`src/umode_pkg.sv`:
```
/*
 * User-mode privilege checker package
 *
 * Types for one retirement record, its trap outcome, the two decodings
 * of the instruction word, the instruction classes and the violation
 * flags, plus the misa and mstatus field positions and the privileged
 * SYSTEM encodings that the checkers compare against.
 */
package umode_pkg;

  // Privilege mode as reported at retirement
  typedef logic [1:0] priv_mode_t;

  localparam priv_mode_t MODE_U = 2'b00;
  localparam priv_mode_t MODE_M = 2'b11;

  // misa extension bits
  localparam int MISA_U_POS = 20;
  localparam int MISA_S_POS = 18;
  localparam int MISA_N_POS = 13;

  // mstatus field positions
  localparam int MPP_POS  = 11;
  localparam int SPP_POS  = 8;
  localparam int MPRV_POS = 17;
  localparam int TW_POS   = 21;
  localparam int XS_POS   = 15;
  localparam int FS_POS   = 13;
  localparam int SD_POS   = 31;

  localparam logic [6:0]  SYSTEM_OPCODE = 7'b1110011;

  localparam logic [31:0] MRET_INSN     = 32'h3020_0073;
  localparam logic [31:0] WFI_INSN      = 32'h1050_0073;
  localparam logic [31:0] URET_INSN     = 32'h0020_0073;
  localparam logic [31:0] ECALL_INSN    = 32'h0000_0073;

  // Custom SYSTEM opcodes match on funct6, funct3 and opcode only
  localparam logic [31:0] CUSTOM0_MATCH = 32'h8C00_0073;
  localparam logic [31:0] CUSTOM1_MATCH = 32'hCC00_0073;
  localparam logic [31:0] CUSTOM_MASK   = 32'hFC00_707F;

  localparam logic [5:0]  CAUSE_ILLEGAL = 6'd2;
  localparam logic [5:0]  CAUSE_ECALL_U = 6'd8;

  typedef struct packed {
    logic       trap;
    logic       exception;
    logic [5:0] cause;
  } trap_t;

  typedef struct packed {
    logic [11:0] addr;
    logic [4:0]  rs1;
    logic [2:0]  funct3;
    logic [4:0]  rd;
    logic [6:0]  opcode;
  } csr_insn_t;

  typedef struct packed {
    logic [6:0] funct7;
    logic [4:0] rs2;
    logic [4:0] rs1;
    logic [2:0] funct3;
    logic [4:0] rd;
    logic [6:0] opcode;
  } priv_insn_t;

  // Same word, seen as a CSR access or as a privileged SYSTEM instruction
  typedef union packed {
    csr_insn_t  csr;
    priv_insn_t priv;
  } insn_u;

  typedef struct packed {
    logic        valid;
    priv_mode_t  mode;
    insn_u       insn;
    trap_t       trap;
    logic        intr;
    logic [31:0] misa_rdata;
    logic [31:0] mstatus_rdata;
    logic [31:0] mstatus_wdata;
    logic [31:0] mstatus_wmask;
    logic [31:0] mscratch_wmask;
  } retire_t;

  typedef struct packed {
    logic is_mret;
    logic is_wfi;
    logic is_custom;
    logic is_uret;
    logic is_ecall;
    logic is_csr;
    logic csr_above_u;
    logic illegal;
  } insn_class_t;

  // Declared from bit 15 down to bit 0
  typedef struct packed {
    logic trap_mpp_wrong;
    logic trap_not_mmode;
    logic intr_not_mmode;
    logic csr_priv_legal;
    logic ecall_wrong;
    logic uret_legal;
    logic custom_legal;
    logic wfi_tw_wrong;
    logic mret_mprv_set;
    logic mret_mpp_not_u;
    logic mscratch_write;
    logic ext_bits_bad;
    logic spp_bad;
    logic mpp_bad;
    logic mode_bad;
    logic misa_bad;
  } viol_t;

endpackage
```
`src/umode_checker_top.sv`:
```
/*
 * User-mode privilege checker top level
 *
 * Decodes each retirement, runs the field, outcome and trap sequence
 * checks and reports registered flags with a violation count.
 */
`timescale 1ns/1ns

module umode_checker_top #(
  parameter int CNT_W = 16
) (
  input  logic               clk_i,
  input  logic               rst_ni,
  input  umode_pkg::retire_t retire,
  output logic               viol_valid,
  output umode_pkg::viol_t   viol,
  output logic [CNT_W-1:0]   viol_count
);

  import umode_pkg::*;

  insn_class_t insn_class;
  viol_t       field_viol;
  viol_t       rule_viol;
  viol_t       seq_viol;

  insn_decoder u_decoder (
    .retire     (retire),
    .insn_class (insn_class)
  );

  status_field_checker u_field_chk (
    .retire     (retire),
    .insn_class (insn_class),
    .viol       (field_viol)
  );

  insn_rule_checker u_rule_chk (
    .retire     (retire),
    .insn_class (insn_class),
    .viol       (rule_viol)
  );

  trap_sequence_tracker u_seq_trk (
    .clk_i  (clk_i),
    .rst_ni (rst_ni),
    .retire (retire),
    .viol   (seq_viol)
  );

  violation_reporter #(
    .CNT_W (CNT_W)
  ) u_reporter (
    .clk_i        (clk_i),
    .rst_ni       (rst_ni),
    .retire_valid (retire.valid),
    .field_viol   (field_viol),
    .rule_viol    (rule_viol),
    .seq_viol     (seq_viol),
    .viol_valid   (viol_valid),
    .viol         (viol),
    .viol_count   (viol_count)
  );

endmodule

```
`src/violation_reporter.sv`:
```
/*
 * Violation reporter
 *
 * Merges the partial flag vectors, registers them with a valid pulse one
 * cycle after each retirement and counts violating retirements in a
 * saturating counter.
 */
`timescale 1ns/1ns

module violation_reporter #(
  parameter int CNT_W = 16
) (
  input  logic                  clk_i,
  input  logic                  rst_ni,
  input  logic                  retire_valid,
  input  umode_pkg::viol_t      field_viol,
  input  umode_pkg::viol_t      rule_viol,
  input  umode_pkg::viol_t      seq_viol,
  output logic                  viol_valid,
  output umode_pkg::viol_t      viol,
  output logic [CNT_W-1:0]      viol_count
);

  import umode_pkg::*;

  viol_t merged;
  logic  any_viol;

  assign merged   = field_viol | rule_viol | seq_viol;
  assign any_viol = retire_valid && (merged != '0);

  always_ff @(posedge clk_i) begin
    if (!rst_ni) begin
      viol_valid <= 1'b0;
      viol       <= '0;
      viol_count <= '0;
    end else begin
      viol_valid <= retire_valid;
      viol       <= retire_valid ? merged : '0;
      // Hold at the top value
      if (any_viol && (viol_count != {CNT_W{1'b1}})) begin
        viol_count <= viol_count + 1'b1;
      end
    end
  end

  a_valid_follows_retire: assert property (
    @(posedge clk_i) disable iff (!rst_ni)
    $past(rst_ni) |-> (viol_valid == $past(retire_valid))
  ) else $error("viol_valid does not follow retire_valid");

endmodule

```
`src/trap_sequence_tracker.sv`:
```
/*
 * Trap sequence tracker
 *
 * Saves the mode of a trapping retirement. The next retirement, after
 * any number of idle cycles, must run in M with MPP holding the saved
 * mode.
 */
`timescale 1ns/1ns

module trap_sequence_tracker (
  input  logic               clk_i,
  input  logic               rst_ni,
  input  umode_pkg::retire_t retire,
  output umode_pkg::viol_t   viol
);

  import umode_pkg::*;

  logic       pending;
  priv_mode_t saved_mode;
  priv_mode_t read_mpp;

  assign read_mpp = retire.mstatus_rdata[MPP_POS +: 2];

  always_ff @(posedge clk_i) begin
    if (!rst_ni) begin
      pending <= 1'b0;
    end else if (retire.valid) begin
      pending <= retire.trap.trap;
    end
  end

  // Mode of the trapping retirement
  always_ff @(posedge clk_i) begin
    if (retire.valid && retire.trap.trap) begin
      saved_mode <= retire.mode;
    end
  end

  always_comb begin
    viol = '0;
    if (retire.valid && pending) begin
      viol.trap_not_mmode = (retire.mode != MODE_M);
      viol.trap_mpp_wrong = (read_mpp != saved_mode);
    end
  end

  a_no_pending_after_reset: assert property (
    @(posedge clk_i) !rst_ni |=> !pending
  ) else $error("trap pending right after reset");

endmodule

```
`src/insn_rule_checker.sv`:
```
/*
 * Instruction outcome checker
 *
 * Checks how privileged instructions retire. In U mode WFI follows
 * mstatus.TW, ECALL traps with the U-mode cause and higher CSRs are
 * illegal. Custom SYSTEM opcodes and URET are illegal in any mode.
 */
`timescale 1ns/1ns

module insn_rule_checker (
  input  umode_pkg::retire_t     retire,
  input  umode_pkg::insn_class_t insn_class,
  output umode_pkg::viol_t       viol
);

  import umode_pkg::*;

  logic in_umode;
  logic ecall_trap_ok;
  logic tw;

  assign in_umode      = retire.valid && (retire.mode == MODE_U);
  assign tw            = retire.mstatus_rdata[TW_POS];
  assign ecall_trap_ok = retire.trap.trap && retire.trap.exception &&
                         (retire.trap.cause == CAUSE_ECALL_U);

  always_comb begin
    viol = '0;

    // WFI traps exactly when TW is set
    viol.wfi_tw_wrong   = in_umode && insn_class.is_wfi && (insn_class.illegal != tw);
    viol.ecall_wrong    = in_umode && insn_class.is_ecall && !ecall_trap_ok;
    viol.csr_priv_legal = in_umode && insn_class.csr_above_u && !insn_class.illegal;

    viol.custom_legal = insn_class.is_custom && !insn_class.illegal;
    viol.uret_legal   = insn_class.is_uret && !insn_class.illegal;

    // Interrupts are always taken into M
    viol.intr_not_mmode = retire.valid && retire.intr && (retire.mode != MODE_M);
  end

  // Idle cycles must not leak flags through the decoder classes
  always_comb begin
    a_idle_no_flags: assert final (retire.valid || (viol == '0))
      else $error("rule flags set without a retirement");
  end

endmodule

```
`src/status_field_checker.sv`:
```
/*
 * Status field checker
 *
 * Checks misa, mstatus and mscratch against the rules of an M/U-only
 * hart. The mstatus post-state merges written and read bits, and MRET
 * results are checked against it.
 */
`timescale 1ns/1ns

module status_field_checker (
  input  umode_pkg::retire_t     retire,
  input  umode_pkg::insn_class_t insn_class,
  output umode_pkg::viol_t       viol
);

  import umode_pkg::*;

  logic [31:0] post_mstatus;
  priv_mode_t  post_mpp;
  priv_mode_t  read_mpp;
  logic [31:0] misa;

  assign post_mstatus = (retire.mstatus_wdata & retire.mstatus_wmask) |
                        (retire.mstatus_rdata & ~retire.mstatus_wmask);
  assign post_mpp     = post_mstatus[MPP_POS +: 2];
  assign read_mpp     = retire.mstatus_rdata[MPP_POS +: 2];
  assign misa         = retire.misa_rdata;

  always_comb begin
    viol = '0;
    if (retire.valid) begin
      // U present, S and N absent
      viol.misa_bad = !misa[MISA_U_POS] || misa[MISA_S_POS] || misa[MISA_N_POS];

      viol.mode_bad = (retire.mode != MODE_U) && (retire.mode != MODE_M);
      viol.spp_bad  = retire.mstatus_rdata[SPP_POS];

      viol.ext_bits_bad = (retire.mstatus_rdata[XS_POS +: 2] != 2'b00) ||
                          (retire.mstatus_rdata[FS_POS +: 2] != 2'b00) ||
                          retire.mstatus_rdata[SD_POS];

      viol.mscratch_write = (retire.mode == MODE_U) && (retire.mscratch_wmask != '0);

      viol.mpp_bad = (post_mpp != MODE_U) && (post_mpp != MODE_M);

      // MRET drops MPP to the lowest mode
      viol.mret_mpp_not_u = insn_class.is_mret && (post_mpp != MODE_U);

      // Returning below M must clear MPRV
      viol.mret_mprv_set = insn_class.is_mret && (read_mpp != MODE_M) &&
                           post_mstatus[MPRV_POS];
    end
  end

endmodule

```
`src/insn_decoder.sv`:
```
/*
 * Instruction decoder
 *
 * Classifies each retired instruction as MRET, WFI, URET, ECALL, custom
 * SYSTEM or CSR access, and flags an illegal-instruction trap outcome.
 * All classes are zero when no retirement is present.
 */
`timescale 1ns/1ns

module insn_decoder (
  input  umode_pkg::retire_t     retire,
  output umode_pkg::insn_class_t insn_class
);

  import umode_pkg::*;

  logic       is_system;
  logic [2:0] funct3;
  logic       custom_hit;

  assign is_system = (retire.insn.csr.opcode == SYSTEM_OPCODE);
  assign funct3    = retire.insn.csr.funct3;

  assign custom_hit = ((retire.insn.priv & CUSTOM_MASK) == CUSTOM0_MATCH) ||
                      ((retire.insn.priv & CUSTOM_MASK) == CUSTOM1_MATCH);

  always_comb begin
    insn_class = '0;
    if (retire.valid) begin
      insn_class.is_mret   = (retire.insn.priv == MRET_INSN);
      insn_class.is_wfi    = (retire.insn.priv == WFI_INSN);
      insn_class.is_uret   = (retire.insn.priv == URET_INSN);
      insn_class.is_ecall  = (retire.insn.priv == ECALL_INSN);
      insn_class.is_custom = custom_hit;

      // funct3 of 0 is the privileged group and 4 is reserved
      insn_class.is_csr = is_system && (funct3 != 3'd0) && (funct3 != 3'd4);

      // Address bits 9:8 give the lowest mode allowed to access the CSR
      insn_class.csr_above_u = insn_class.is_csr &&
                               (retire.insn.csr.addr[9:8] != MODE_U);

      insn_class.illegal = retire.trap.trap && retire.trap.exception &&
                           (retire.trap.cause == CAUSE_ILLEGAL);
    end
  end

endmodule

```
`config.mk`:
```
export PLATFORM = sky130hd
export DESIGN_NAME = umode_checker_top
export DESIGN_NICKNAME = d
export VERILOG_FILES = /design/src/umode_pkg.sv /design/src/umode_checker_top.sv /design/src/violation_reporter.sv /design/src/trap_sequence_tracker.sv /design/src/insn_rule_checker.sv /design/src/status_field_checker.sv /design/src/insn_decoder.sv
export SDC_FILE = /design/constraint.sdc
export NUM_CORES = 1
export LEC_CHECK = 0
export BUFFER_PORTS_ARGS = -buffer_cell sky130_fd_sc_hd__buf_2
export CORE_AREA = 4 4 91 93
export CTS_BUF_LIST = sky130_fd_sc_hd__clkbuf_8
export DETAILED_ROUTE_END_ITERATION = 10
export DIE_AREA = 0 0 95 97
export PLACE_DENSITY = 0.73
export SETUP_SLACK_MARGIN = 0.02
export SLEW_MARGIN = 5
export SYNTH_ARGS = -nofsm -noshare
export SYNTH_HDL_FRONTEND = slang
export SYNTH_SLANG_ARGS = --single-unit
export TNS_END_PERCENT = 100
```
`constraint.sdc`:
```
create_clock -name clk_i -period 2.78 [get_ports clk_i]
set_input_delay 0.417 -clock clk_i [delete_from_list [all_inputs] [get_ports clk_i]]
set_output_delay 0.417 -clock clk_i [all_outputs]
set_load 0.1 [all_outputs]
```
==> metrics, run 1 <==
status=finished clean; post-layout net count=571; LEAKAGE=1.277 nW; Syn Nets=439; layout overhead on the synthesized area=43.31%; Post-route DRC=0; Yosys reg bits=36; CP cell instances=buf_2, mux2i_1, ha_1, nor3_1, nand3_1, o41ai_1, buf_4, nand3_1, nor3_4, buf_12, nor3_1, o221a_1; crit path max fanout=24; EDFF count, synth=2; Worst setup SP type=input port; Die H=97 um; CTS Buffer Depth=2; diode count=0; crit path from=retire[43]; 1st-pass router iterations=4; Fmax achieved=391.4 MHz; clk_skew=9.323 ps; Post-Route WL=6.038 mm; clk slew on worst S/H paths=80 ps; cells on worst reg2reg path=9; Worst Setup End Kind=register; antenna violations before repair=0; Mapped Area=1982 sq um; setup violators final=0; CTS buffer count=5; clk_lat worst skew=280 ps; chip width=95 um; All-Layer GR Usage=13.16%; Crit path arrival time=2730 ps; PwrDens=416.8 nW/um^2; most common cell after layout, fill and taps aside=buf_2; Core Region=7527 sq um; Fin. Hold Viols=0; Syn Inst Count=229; global-route wire length before repair=9.880 mm; Pins Over Slew Limit=0; DP HPWL=4.970 mm; share of cells above drive strength 1=44.48%; critical path data required time=2950 ps; Synth async-reset ratio=0%; clk sinks=36; WL/cell=13.01 um; RSZ-0062 raised after global routing=false; largest net degree at the start of global routing=26; Starting Density=26.33%; synth warn=0; R2R Path End=u_reporter.viol_count[12]; Detailed Route Iter0 Violations=43; Final Util=37.73%; syn avg cell area=8.655 sq um; VDD IR-drop max=0.1793 mV; max-cap violations=0; vias after detailed routing=2290; final worst slack=224.9 ps; Most used DFF post-synth=dfxtp_1; Place WS=-94.94 ps; H-tree depth=2; TritonCTS clock tree=built; ratio of final minimum period to clock period=91.91%; critical path class=in -> reg; I/O Buffers=129; Worst-Margin Slew=498.7 ps; setup bufs post-CTS=0; DR vias/cell=4.935; CP Capture Point=u_reporter.viol_count[12]; root buf cell=clkbuf_8; max_slew headroom=66.99%; commonest cells after routing, fill and taps aside=129 x buf_2, 28 x dfxtp_1, 25 x nand2_1; RD Place Congestion=0.8885; Post-CTS Hold Fix Bufs=0; R2R Path Start=u_seq_trk.saved_mode[1]; Final ANT Viol Nets=0; number of distinct library cells after synthesis=54; die area=9215 sq um; vias in the first global route=2227; register area share after synthesis=37.37%; crit-path max cell delay=470 ps; slowest stage cell, crit path=o41ai_1; Congestion Overflow GR=0; IO Pins=239; Hold WC Path Type=in -> reg; row cnt=32; r2r setup slk=510 ps; post-CTS resize count=0; min Tclk post-route=2555 ps
worst min path at each step:
stage / startpoint / end / slack (ps) / cells after the start
finish: retire[148] / u_reporter.viol[0] / 330 / 2
global route: retire[148] / u_reporter.viol[0] / 320 / 2
CTS: retire[148] / u_reporter.viol[0] / 320 / 2
detailed placement: u_reporter.viol_count[5] / u_reporter.viol_count[5] / 470 / 2
global placement: u_reporter.viol_count[6] / u_reporter.viol_count[6] / 450 / 2
floorplan: u_seq_trk.pending / u_reporter.viol[14] / 480 / 1
metrics by stage:
step | hold WS, ps | total power, W | instance area, sq um | std cells | setup TNS (ps)
after floorplan | 484.1 | 0.0006882 | 1989 | 229 | 0
after global placement | 450.5 | 0.0007873 | 2740 | 456 | -66.25
after detailed placement | 470.3 | 0.0007916 | 2740 | 456 | -193.4
after CTS | 318.1 | 0.001201 | 2840 | 464 | 0
after global routing | 322.3 | 0.001245 | 2840 | 464 | 0
final | 329.4 | 0.001184 | 2840 | 464 | 0
cells by family (layout without fill, tap and decap cells):
family | Yosys count | in the layout | synth area share, %
and+or+nand+nor | 129 | 129 | 38.01
DFF | 36 | 36 | 37.37
AOI/OAI and AO/OA | 31 | 31 | 11.11
buffers and inverters | 17 | 150 | 4.987
muxes | 10 | 10 | 5.114
adders and majority gates | 4 | 4 | 2.525
xor gates and xnor gates | 2 | 2 | 0.8840
synthesized netlist by cell type, drive strengths merged (3+ instances only):
master  count  area (sq um)
a21oi      10         53.80
o31ai       5         37.54
nand4       6         37.54
nand2      25         93.84
nand2b      6         37.54
o41ai       3         26.28
o21ai       3         15.01
or4         7         56.30
nor2       17         63.81
dfxtp      34         680.7
and2        3         18.77
and4        4         37.54
clkbuf      5         38.79
nor4       17         106.4
mux2i       9         90.09
ha          4         50.05
nor3       12         76.33
or3         3         25.03
and3        7         43.79
inv         9         33.78
nand3      11         55.05
report_power, final:
group / leakage (nW) / total (W) / internal (W) / switching, W
registers: 0.297 / 0.000542 / 0.000533 / 0.00000810
clock network: 0.0557 / 0.000406 / 0.000223 / 0.000183
logic: 0.924 / 0.000236 / 0.0000887 / 0.000148
metal layers:
layer	routed length [um]	vias up	track usage, %
li1	-	1125	-
met1	2415	1057	15.28
met2	2971	102	22.61
met3	603	6	4.899
met4	48	0	3.108
met5	0	-	0
critical path: cells and delay by family:
kind	cells	cell delay (ps)
adders and majority gates	1	320
muxes	1	110
and+or+nand+nor	5	710
AOI/OAI and AO/OA	2	700
buffers and inverters	3	470
sequential cells by signal (all words and copies together) (netlist names):
register and cells:
u_seq_trk.pending 1, u_seq_trk.saved_mode 2, u_reporter.viol_valid 1, u_reporter.viol_count 16, u_reporter.viol 16
cell type report:
type                    count  area (sq um)
clock buffers               7         96.34
well taps                 102         127.6
inverters                   9         33.78
flip-flops and latches     36         748.2
multi-input cells         176          1142
fillers                   810          4687
repair buffers            133         688.2
clock inverters             1         3.754
No activity file was read; power rests on OpenSTA's default activity.
==> inputs of run 2 (changes only) <==
--- a/config.mk
+++ b/config.mk
@@ -5,7 +5,7 @@
 export SDC_FILE = /design/constraint.sdc
 export NUM_CORES = 1
 export LEC_CHECK = 0
-export BUFFER_PORTS_ARGS = -buffer_cell sky130_fd_sc_hd__buf_2
+export BUFFER_PORTS_ARGS = -buffer_cell sky130_fd_sc_hd__buf_4
 export CORE_AREA = 4 4 91 93
 export CTS_BUF_LIST = sky130_fd_sc_hd__clkbuf_8
 export DETAILED_ROUTE_END_ITERATION = 10
==> run 2 against run 1 <==
  * Sequential cell count unchanged
  * Non-clock buffer count is 1 lower
  * Routed wire length up 2.5%
  * Final cell count shrank 0.22%
  * Die area stayed put
  * First-iteration DRC count rose by 2.3%
  * Clock skew decreased by 3.7 ps
  * Largest cell class unchanged
==> metrics, run 2 (synthesis results as in run 1) <==
status=finished clean (unchanged); die area=9215 sq um (unchanged); R2R Path Start=u_seq_trk.saved_mode[0] (was u_seq_trk.saved_mode[1]); max-cap violations=0 (unchanged); Worst-Margin Slew=472.5 ps (was 498.7 ps); I/O Buffers=129 (unchanged); critical path data required time=2960 ps (was 2950 ps); crit path max fanout=24 (unchanged); setup bufs post-CTS=0 (unchanged); setup violators final=0 (unchanged); Worst Setup End Kind=register (unchanged); root buf cell=clkbuf_8 (unchanged); PwrDens=400.6 nW/um^2 (was 416.8 nW/um^2); DP HPWL=5.147 mm (was 4.970 mm); Fmax achieved=397.6 MHz (was 391.4 MHz); Post-route DRC=0 (unchanged); Post-Route WL=6.190 mm (was 6.038 mm); Fin. Hold Viols=0 (unchanged); area of the multi-input gates=1142 sq um (unchanged); All-Layer GR Usage=13.29% (was 13.16%); clk slew on worst S/H paths=70 ps (was 80 ps); Core Region=7527 sq um (unchanged); 1st-pass router iterations=6 (was 4); diode count=0 (unchanged); LEAKAGE=1.352 nW (was 1.277 nW); layout overhead on the synthesized area=59.53% (was 43.31%); critical path class=in -> reg (unchanged); CTS buffer count=5 (unchanged); r2r setup slk=530 ps (was 510 ps); post-CTS resize count=0 (unchanged); chip width=95 um (unchanged); largest net degree at the start of global routing=26 (unchanged); max_slew headroom=68.21% (was 66.99%); Final Non-Filler Cells=463 (was 464); Die H=97 um (unchanged); Final ANT Viol Nets=0 (unchanged); RD Place Congestion=0.8609 (was 0.8885); final hold slack=312.8 ps (was 329.4 ps); CP Capture Point=u_reporter.viol_count[12] (unchanged); Hold WC Path Type=in -> reg (unchanged); commonest cells after routing, fill and taps aside=131 x buf_4, 28 x dfxtp_1, 25 x nand2_1 (was 129 x buf_2, 28 x dfxtp_1, 25 x nand2_1); Top Registers=u_reporter.viol (16), u_reporter.viol_count (16), u_seq_trk.saved_mode (2) (unchanged); FF/Latch Area=748.2 sq um (unchanged); Detailed Route Iter0 Violations=44 (was 43); Crit path arrival time=2690 ps (was 2730 ps); Pins Over Slew Limit=0 (unchanged); antenna violations before repair=0 (unchanged); WL/cell=13.37 um (was 13.01 um); clk sinks=36 (unchanged); Starting Density=26.33% (unchanged); RSZ-0062 raised after global routing=false (unchanged); R2R Path End=u_reporter.viol_count[12] (unchanged); Worst setup SP type=input port (unchanged); vias after detailed routing=2221 (was 2290); CP cell instances=buf_4, mux2i_1, ha_1, nor3_1, nand3_1, o41ai_1, buf_4, nand3_1, nor3_4, buf_12, nor3_1, o221a_1 (was buf_2, mux2i_1, ha_1, nor3_1, nand3_1, o41ai_1, buf_4, nand3_1, nor3_4, buf_12, nor3_1, o221a_1); Place WS=-66.80 ps (was -94.94 ps); Post-CTS Hold Fix Bufs=0 (unchanged); global-route wire length before repair=9.880 mm (unchanged); Fill cells=786 (was 810); Inst Count DP=455 (was 456); min Tclk post-route=2515 ps (was 2555 ps); crit-path max cell delay=440 ps (was 470 ps); DR vias/cell=4.797 (was 4.935); post-layout net count=570 (was 571); share of cells above drive strength 1=44.04% (was 44.48%); crit path from=retire[43] (unchanged); Congestion Overflow GR=0 (unchanged); ratio of final minimum period to clock period=90.47% (was 91.91%); row cnt=32 (unchanged); TritonCTS clock tree=built (unchanged); clk_lat worst skew=290 ps (was 280 ps); IO Pins=239 (unchanged); vias in the first global route=2271 (was 2227); most common cell after layout, fill and taps aside=buf_4 (was buf_2); CTS Buffer Depth=2 (unchanged); H-tree depth=2 (unchanged); cells on worst reg2reg path=9 (unchanged); slowest stage cell, crit path=o41ai_1 (unchanged); VDD IR-drop max=0.2964 mV (was 0.1793 mV); final worst slack=265.0 ps (was 224.9 ps); clk_skew=5.581 ps (was 9.323 ps); Hold Crit Depth=2 (unchanged)
==> run 2: cell types whose count changed in the layout (fill, tap and decap cells not counted), sizes merged <==
cell and change:
bufinv +1, buf -1, clkinv +2, inv -1
clkbuf -2
==> run 2: worst min path at each step <==
stage,slack [ps],end,startpoint
after floorplan,480,u_reporter.viol[14],u_seq_trk.pending
after global placement,450,u_reporter.viol_count[6],u_reporter.viol_count[6]
after detailed placement,460,u_reporter.viol_count[6],u_reporter.viol_count[6]
after CTS,310,u_reporter.viol[0],retire[148]
after global routing,320,u_seq_trk.saved_mode[0],retire[201]
final,310,u_reporter.viol[0],retire[148]
==> run 2: worst max-delay path, delay by kind of cell <==
| family | cells | cell delay (ps) |
|---|---|---|
| AO/OA/AOI/OAI | 2 | 670 |
| adder cells (fa/ha/maj) | 1 | 320 |
| buffers and inverters | 3 | 480 |
| multiplexers | 1 | 110 |
| AND/OR/NAND/NOR | 5 | 690 |
==> run 2: final cells by class <==
| type | instances | area share (%) |
|---|---|---|
| timing repair buffer | 132 | 31.74 |
| inverter | 9 | 1.068 |
| clock buffer | 5 | 2.176 |
| multi-input combinational | 176 | 36.13 |
| sequential | 36 | 23.66 |
| clock inverter | 3 | 1.187 |
| tap | 102 | 4.036 |
==> run 2: report_power, final <==
group | leakage (nW) | internal [W] | switching [W]
Sequential | 0.297 | 0.000534 | 0.00000895
Clock | 0.0532 | 0.000261 | 0.000184
Combinational | 1.00 | 0.000131 | 0.000148
Total | 1.35 | 0.000926 | 0.000341
==> run 2: through the flow <==
step | TNS [ps] | util [%] | cell area, sq um | power (W)
finish | 0 | 42.00 | 3162 | 0.001267
global route | 0 | 42.00 | 3162 | 0.001326
CTS | 0 | 42.00 | 3162 | 0.001286
detailed placement | -104.4 | 40.59 | 3055 | 0.0008347
global placement | -289.3 | 40.59 | 3055 | 0.0008305
floorplan | 0 | - | 1989 | 0.0006882
==> run 2: per-layer routing <==
metal / up-vias / track usage [%] / wire, um
li1: 1125 / - / -
met1: 1001 / 15.59 / 2541
met2: 89 / 22.72 / 3033
met3: 6 / 3.888 / 555
met4: 0 / 4.550 / 59
met5: - / 0 / 0
==> inputs of run 3 (changes only) <==
--- a/config.mk
+++ b/config.mk
@@ -6,11 +6,13 @@
 export NUM_CORES = 1
 export LEC_CHECK = 0
 export BUFFER_PORTS_ARGS = -buffer_cell sky130_fd_sc_hd__buf_4
-export CORE_AREA = 4 4 91 93
+export CELL_PAD_IN_SITES_DETAIL_PLACEMENT = 0
+export CELL_PAD_IN_SITES_GLOBAL_PLACEMENT = 2
+export CORE_MARGIN = 4
+export CORE_UTILIZATION = 15
 export CTS_BUF_LIST = sky130_fd_sc_hd__clkbuf_8
 export DETAILED_ROUTE_END_ITERATION = 10
-export DIE_AREA = 0 0 95 97
-export PLACE_DENSITY = 0.73
+export PLACE_DENSITY = 0.86
 export SETUP_SLACK_MARGIN = 0.02
 export SLEW_MARGIN = 5
 export SYNTH_ARGS = -nofsm -noshare
==> run 3 against run 2 <==
  * Clock skew increased by 0.53 ps
  * Highest routed layer unchanged
  * Largest power group unchanged
  * Worst hold slack about the same
  * Non-clock buffer count unchanged
  * Worst setup slack improved by 32 ps
  * Die area increased by 64%
  * Global-route usage decreased by 4.1 points
  * Core utilization decreased by 17 points
  * Routed wire length increased by 13%
  * Power increased by 1.4%
  * Via count increased by 0.59%
  * Sequential share of layout area decreased by 0.65 points
  * Combinational power about the same
  * Critical path type unchanged
==> metrics, run 3 (synthesis results as in run 1) <==
status=finished clean (unchanged); Die H=122.9 um (was 97 um); clk_skew=6.110 ps (was 5.581 ps); layout overhead on the synthesized area=64.02% (was 59.53%); family with the most delay on the worst path=simple AND/OR/NAND/NOR gates (unchanged); diode count=0 (unchanged); die area=15120 sq um (was 9215 sq um); DR vias/cell=4.191 (was 4.797); DP HPWL=5.816 mm (was 5.147 mm); chip width=122.9 um (was 95 um); TritonCTS clock tree=built (unchanged); clk sinks=36 (unchanged); final hold slack=313.0 ps (was 312.8 ps); VDD IR-drop max=0.1124 mV (was 0.2964 mV); post-CTS resize count=0 (unchanged); share of cells above drive strength 1=44.32% (was 44.04%); clk slew on worst S/H paths=80 ps (was 70 ps); ratio of final minimum period to clock period=89.30% (was 90.47%); Place WS=0.3062 ps (was -66.80 ps); min Tclk post-route=2483 ps (was 2515 ps); Congestion Overflow GR=0 (unchanged); Pins Over Slew Limit=0 (unchanged); most common cell after layout, fill and taps aside=buf_4 (unchanged); Final Non-Filler Cells=533 (was 463); I/O Buffers=129 (unchanged); RSZ-0062 raised after global routing=false (unchanged); setup bufs post-CTS=0 (unchanged); critical path data required time=3000 ps (was 2960 ps); critical path depth in cells=9 (was 12); R2R Path Start=u_seq_trk.saved_mode[0] (unchanged); Crit path arrival time=2700 ps (was 2690 ps); IO Pins=239 (unchanged); Fin. Hold Viols=0 (unchanged); max-cap violations=0 (unchanged); 1st-pass router iterations=4 (was 6); clk_lat worst skew=290 ps (about the same); Post-CTS Hold Fix Bufs=0 (unchanged); PwrDens=395.2 nW/um^2 (was 400.6 nW/um^2); row cnt=41 (was 32); All-Layer GR Usage=9.143% (was 13.29%); Core Region=12770 sq um (was 7527 sq um); Worst Setup End Kind=register (unchanged); max_slew headroom=67.70% (was 68.21%); crit-path max cell delay=540 ps (was 440 ps); global-route wire length before repair=10.90 mm (was 9.880 mm); CP cell instances=buf_4, or4b_4, or4_4, a21oi_2, a32o_2, nor3_4, buf_12, or4_1, a21oi_1 (was buf_4, mux2i_1, ha_1, nor3_1, nand3_1, o41ai_1, buf_4, nand3_1, nor3_4, buf_12, nor3_1, o221a_1); vias in the first global route=2215 (was 2271); Inst Count DP=525 (was 455); CTS Buffer Depth=2 (unchanged); Post-Route WL=6.988 mm (was 6.190 mm); Buf/Inv on CP=2 (was 3); Hold WC Path Type=in -> reg (unchanged); H-tree depth=2 (unchanged); root buf cell=clkbuf_8 (unchanged); largest net degree at the start of global routing=26 (unchanged); antenna violations before repair=0 (unchanged); crit path max fanout=24 (unchanged); slowest stage cell, crit path=or4b_4 (was o41ai_1); final worst slack=297.4 ps (was 265.0 ps); commonest cells after routing, fill and taps aside=131 x buf_4, 28 x dfxtp_1, 25 x nand2_1 (unchanged); Top Registers=u_reporter.viol (16), u_reporter.viol_count (16), u_seq_trk.saved_mode (2) (unchanged); Fmax achieved=402.8 MHz (was 397.6 MHz); Starting Density=15.52% (was 26.33%); critical path class=in -> reg (unchanged); Fin Setup TNS=0 ps (unchanged); post-layout net count=570 (unchanged); Hold Crit Depth=2 (unchanged); worst min-delay path startpoint=retire[148] (unchanged); LEAKAGE=1.358 nW (was 1.352 nW); cells on worst reg2reg path=9 (unchanged); vias after detailed routing=2234 (was 2221); RD Place Congestion=0.7892 (was 0.8609); crit path from=retire[164] (was retire[43]); WL/cell=13.11 um (was 13.37 um); Worst-Margin Slew=480.1 ps (was 472.5 ps); Post-route DRC=0 (unchanged); CTS buffer count=5 (unchanged); Worst setup SP type=input port (unchanged); Final ANT Viol Nets=0 (unchanged); Fill cells=1380 (was 786); setup violators final=0 (unchanged); Detailed Route Iter0 Violations=94 (was 44)
## run 3: cell count changes in the layout (fill, tap and decap cells not counted)
cell,before,now
clkinv_2,0,1
clkinv_1,2,0
inv_1,9,10
## run 3: where the power goes
part           switching [W]  leakage, nW  internal, W
Clock               0.000197       0.0593     0.000263
Sequential         0.0000105        0.297     0.000533
Combinational       0.000150         1.00     0.000131
## run 3: layer usage
layer	track usage (%)	up-vias	routed length, um
li1	-	1123	-
met1	11.40	1019	3032
met2	14.86	86	3253
met3	3.477	6	643
met4	2.309	0	59
met5	0	-	0
## run 3: metrics by stage
stage	util, %	cell area [sq um]	total power, W
3_5_place_dp	24.61	3143	0.0008416
6_report	25.45	3251	0.001285
2_1_floorplan	-	1989	0.0006882
5_1_grt	25.45	3251	0.001352
3_3_place_gp	24.61	3143	0.0008367
4_1_cts	25.45	3251	0.001307
## run 3: worst register-to-register path: cells and delay by family (launching register included)
kind	cells	cell delay, ps
AOI/OAI and AO/OA	3	740
xor gates and xnor gates	1	150
buffers and inverters	2	360
DFF	1	380
and+or+nand+nor	3	420
## run 3: final timing paths
path                          endpoint  slack, ps
max           u_reporter.viol_count[3]        300
min                 u_reporter.viol[0]        310
min reg2reg   u_reporter.viol_count[6]        480
max reg2reg  u_reporter.viol_count[12]        610
## run 3: area by class of cell
type / instances / area (sq um) / area share (%)
Clock inverter: 3 / 38.79 / 1.193
Inverter: 9 / 33.78 / 1.039
Tap cell: 172 / 215.2 / 6.620
Timing Repair Buffer: 132 / 1003 / 30.87
Clock buffer: 5 / 68.82 / 2.117
Sequential cell: 36 / 748.2 / 23.02
Multi-Input combinational cell: 176 / 1142 / 35.14
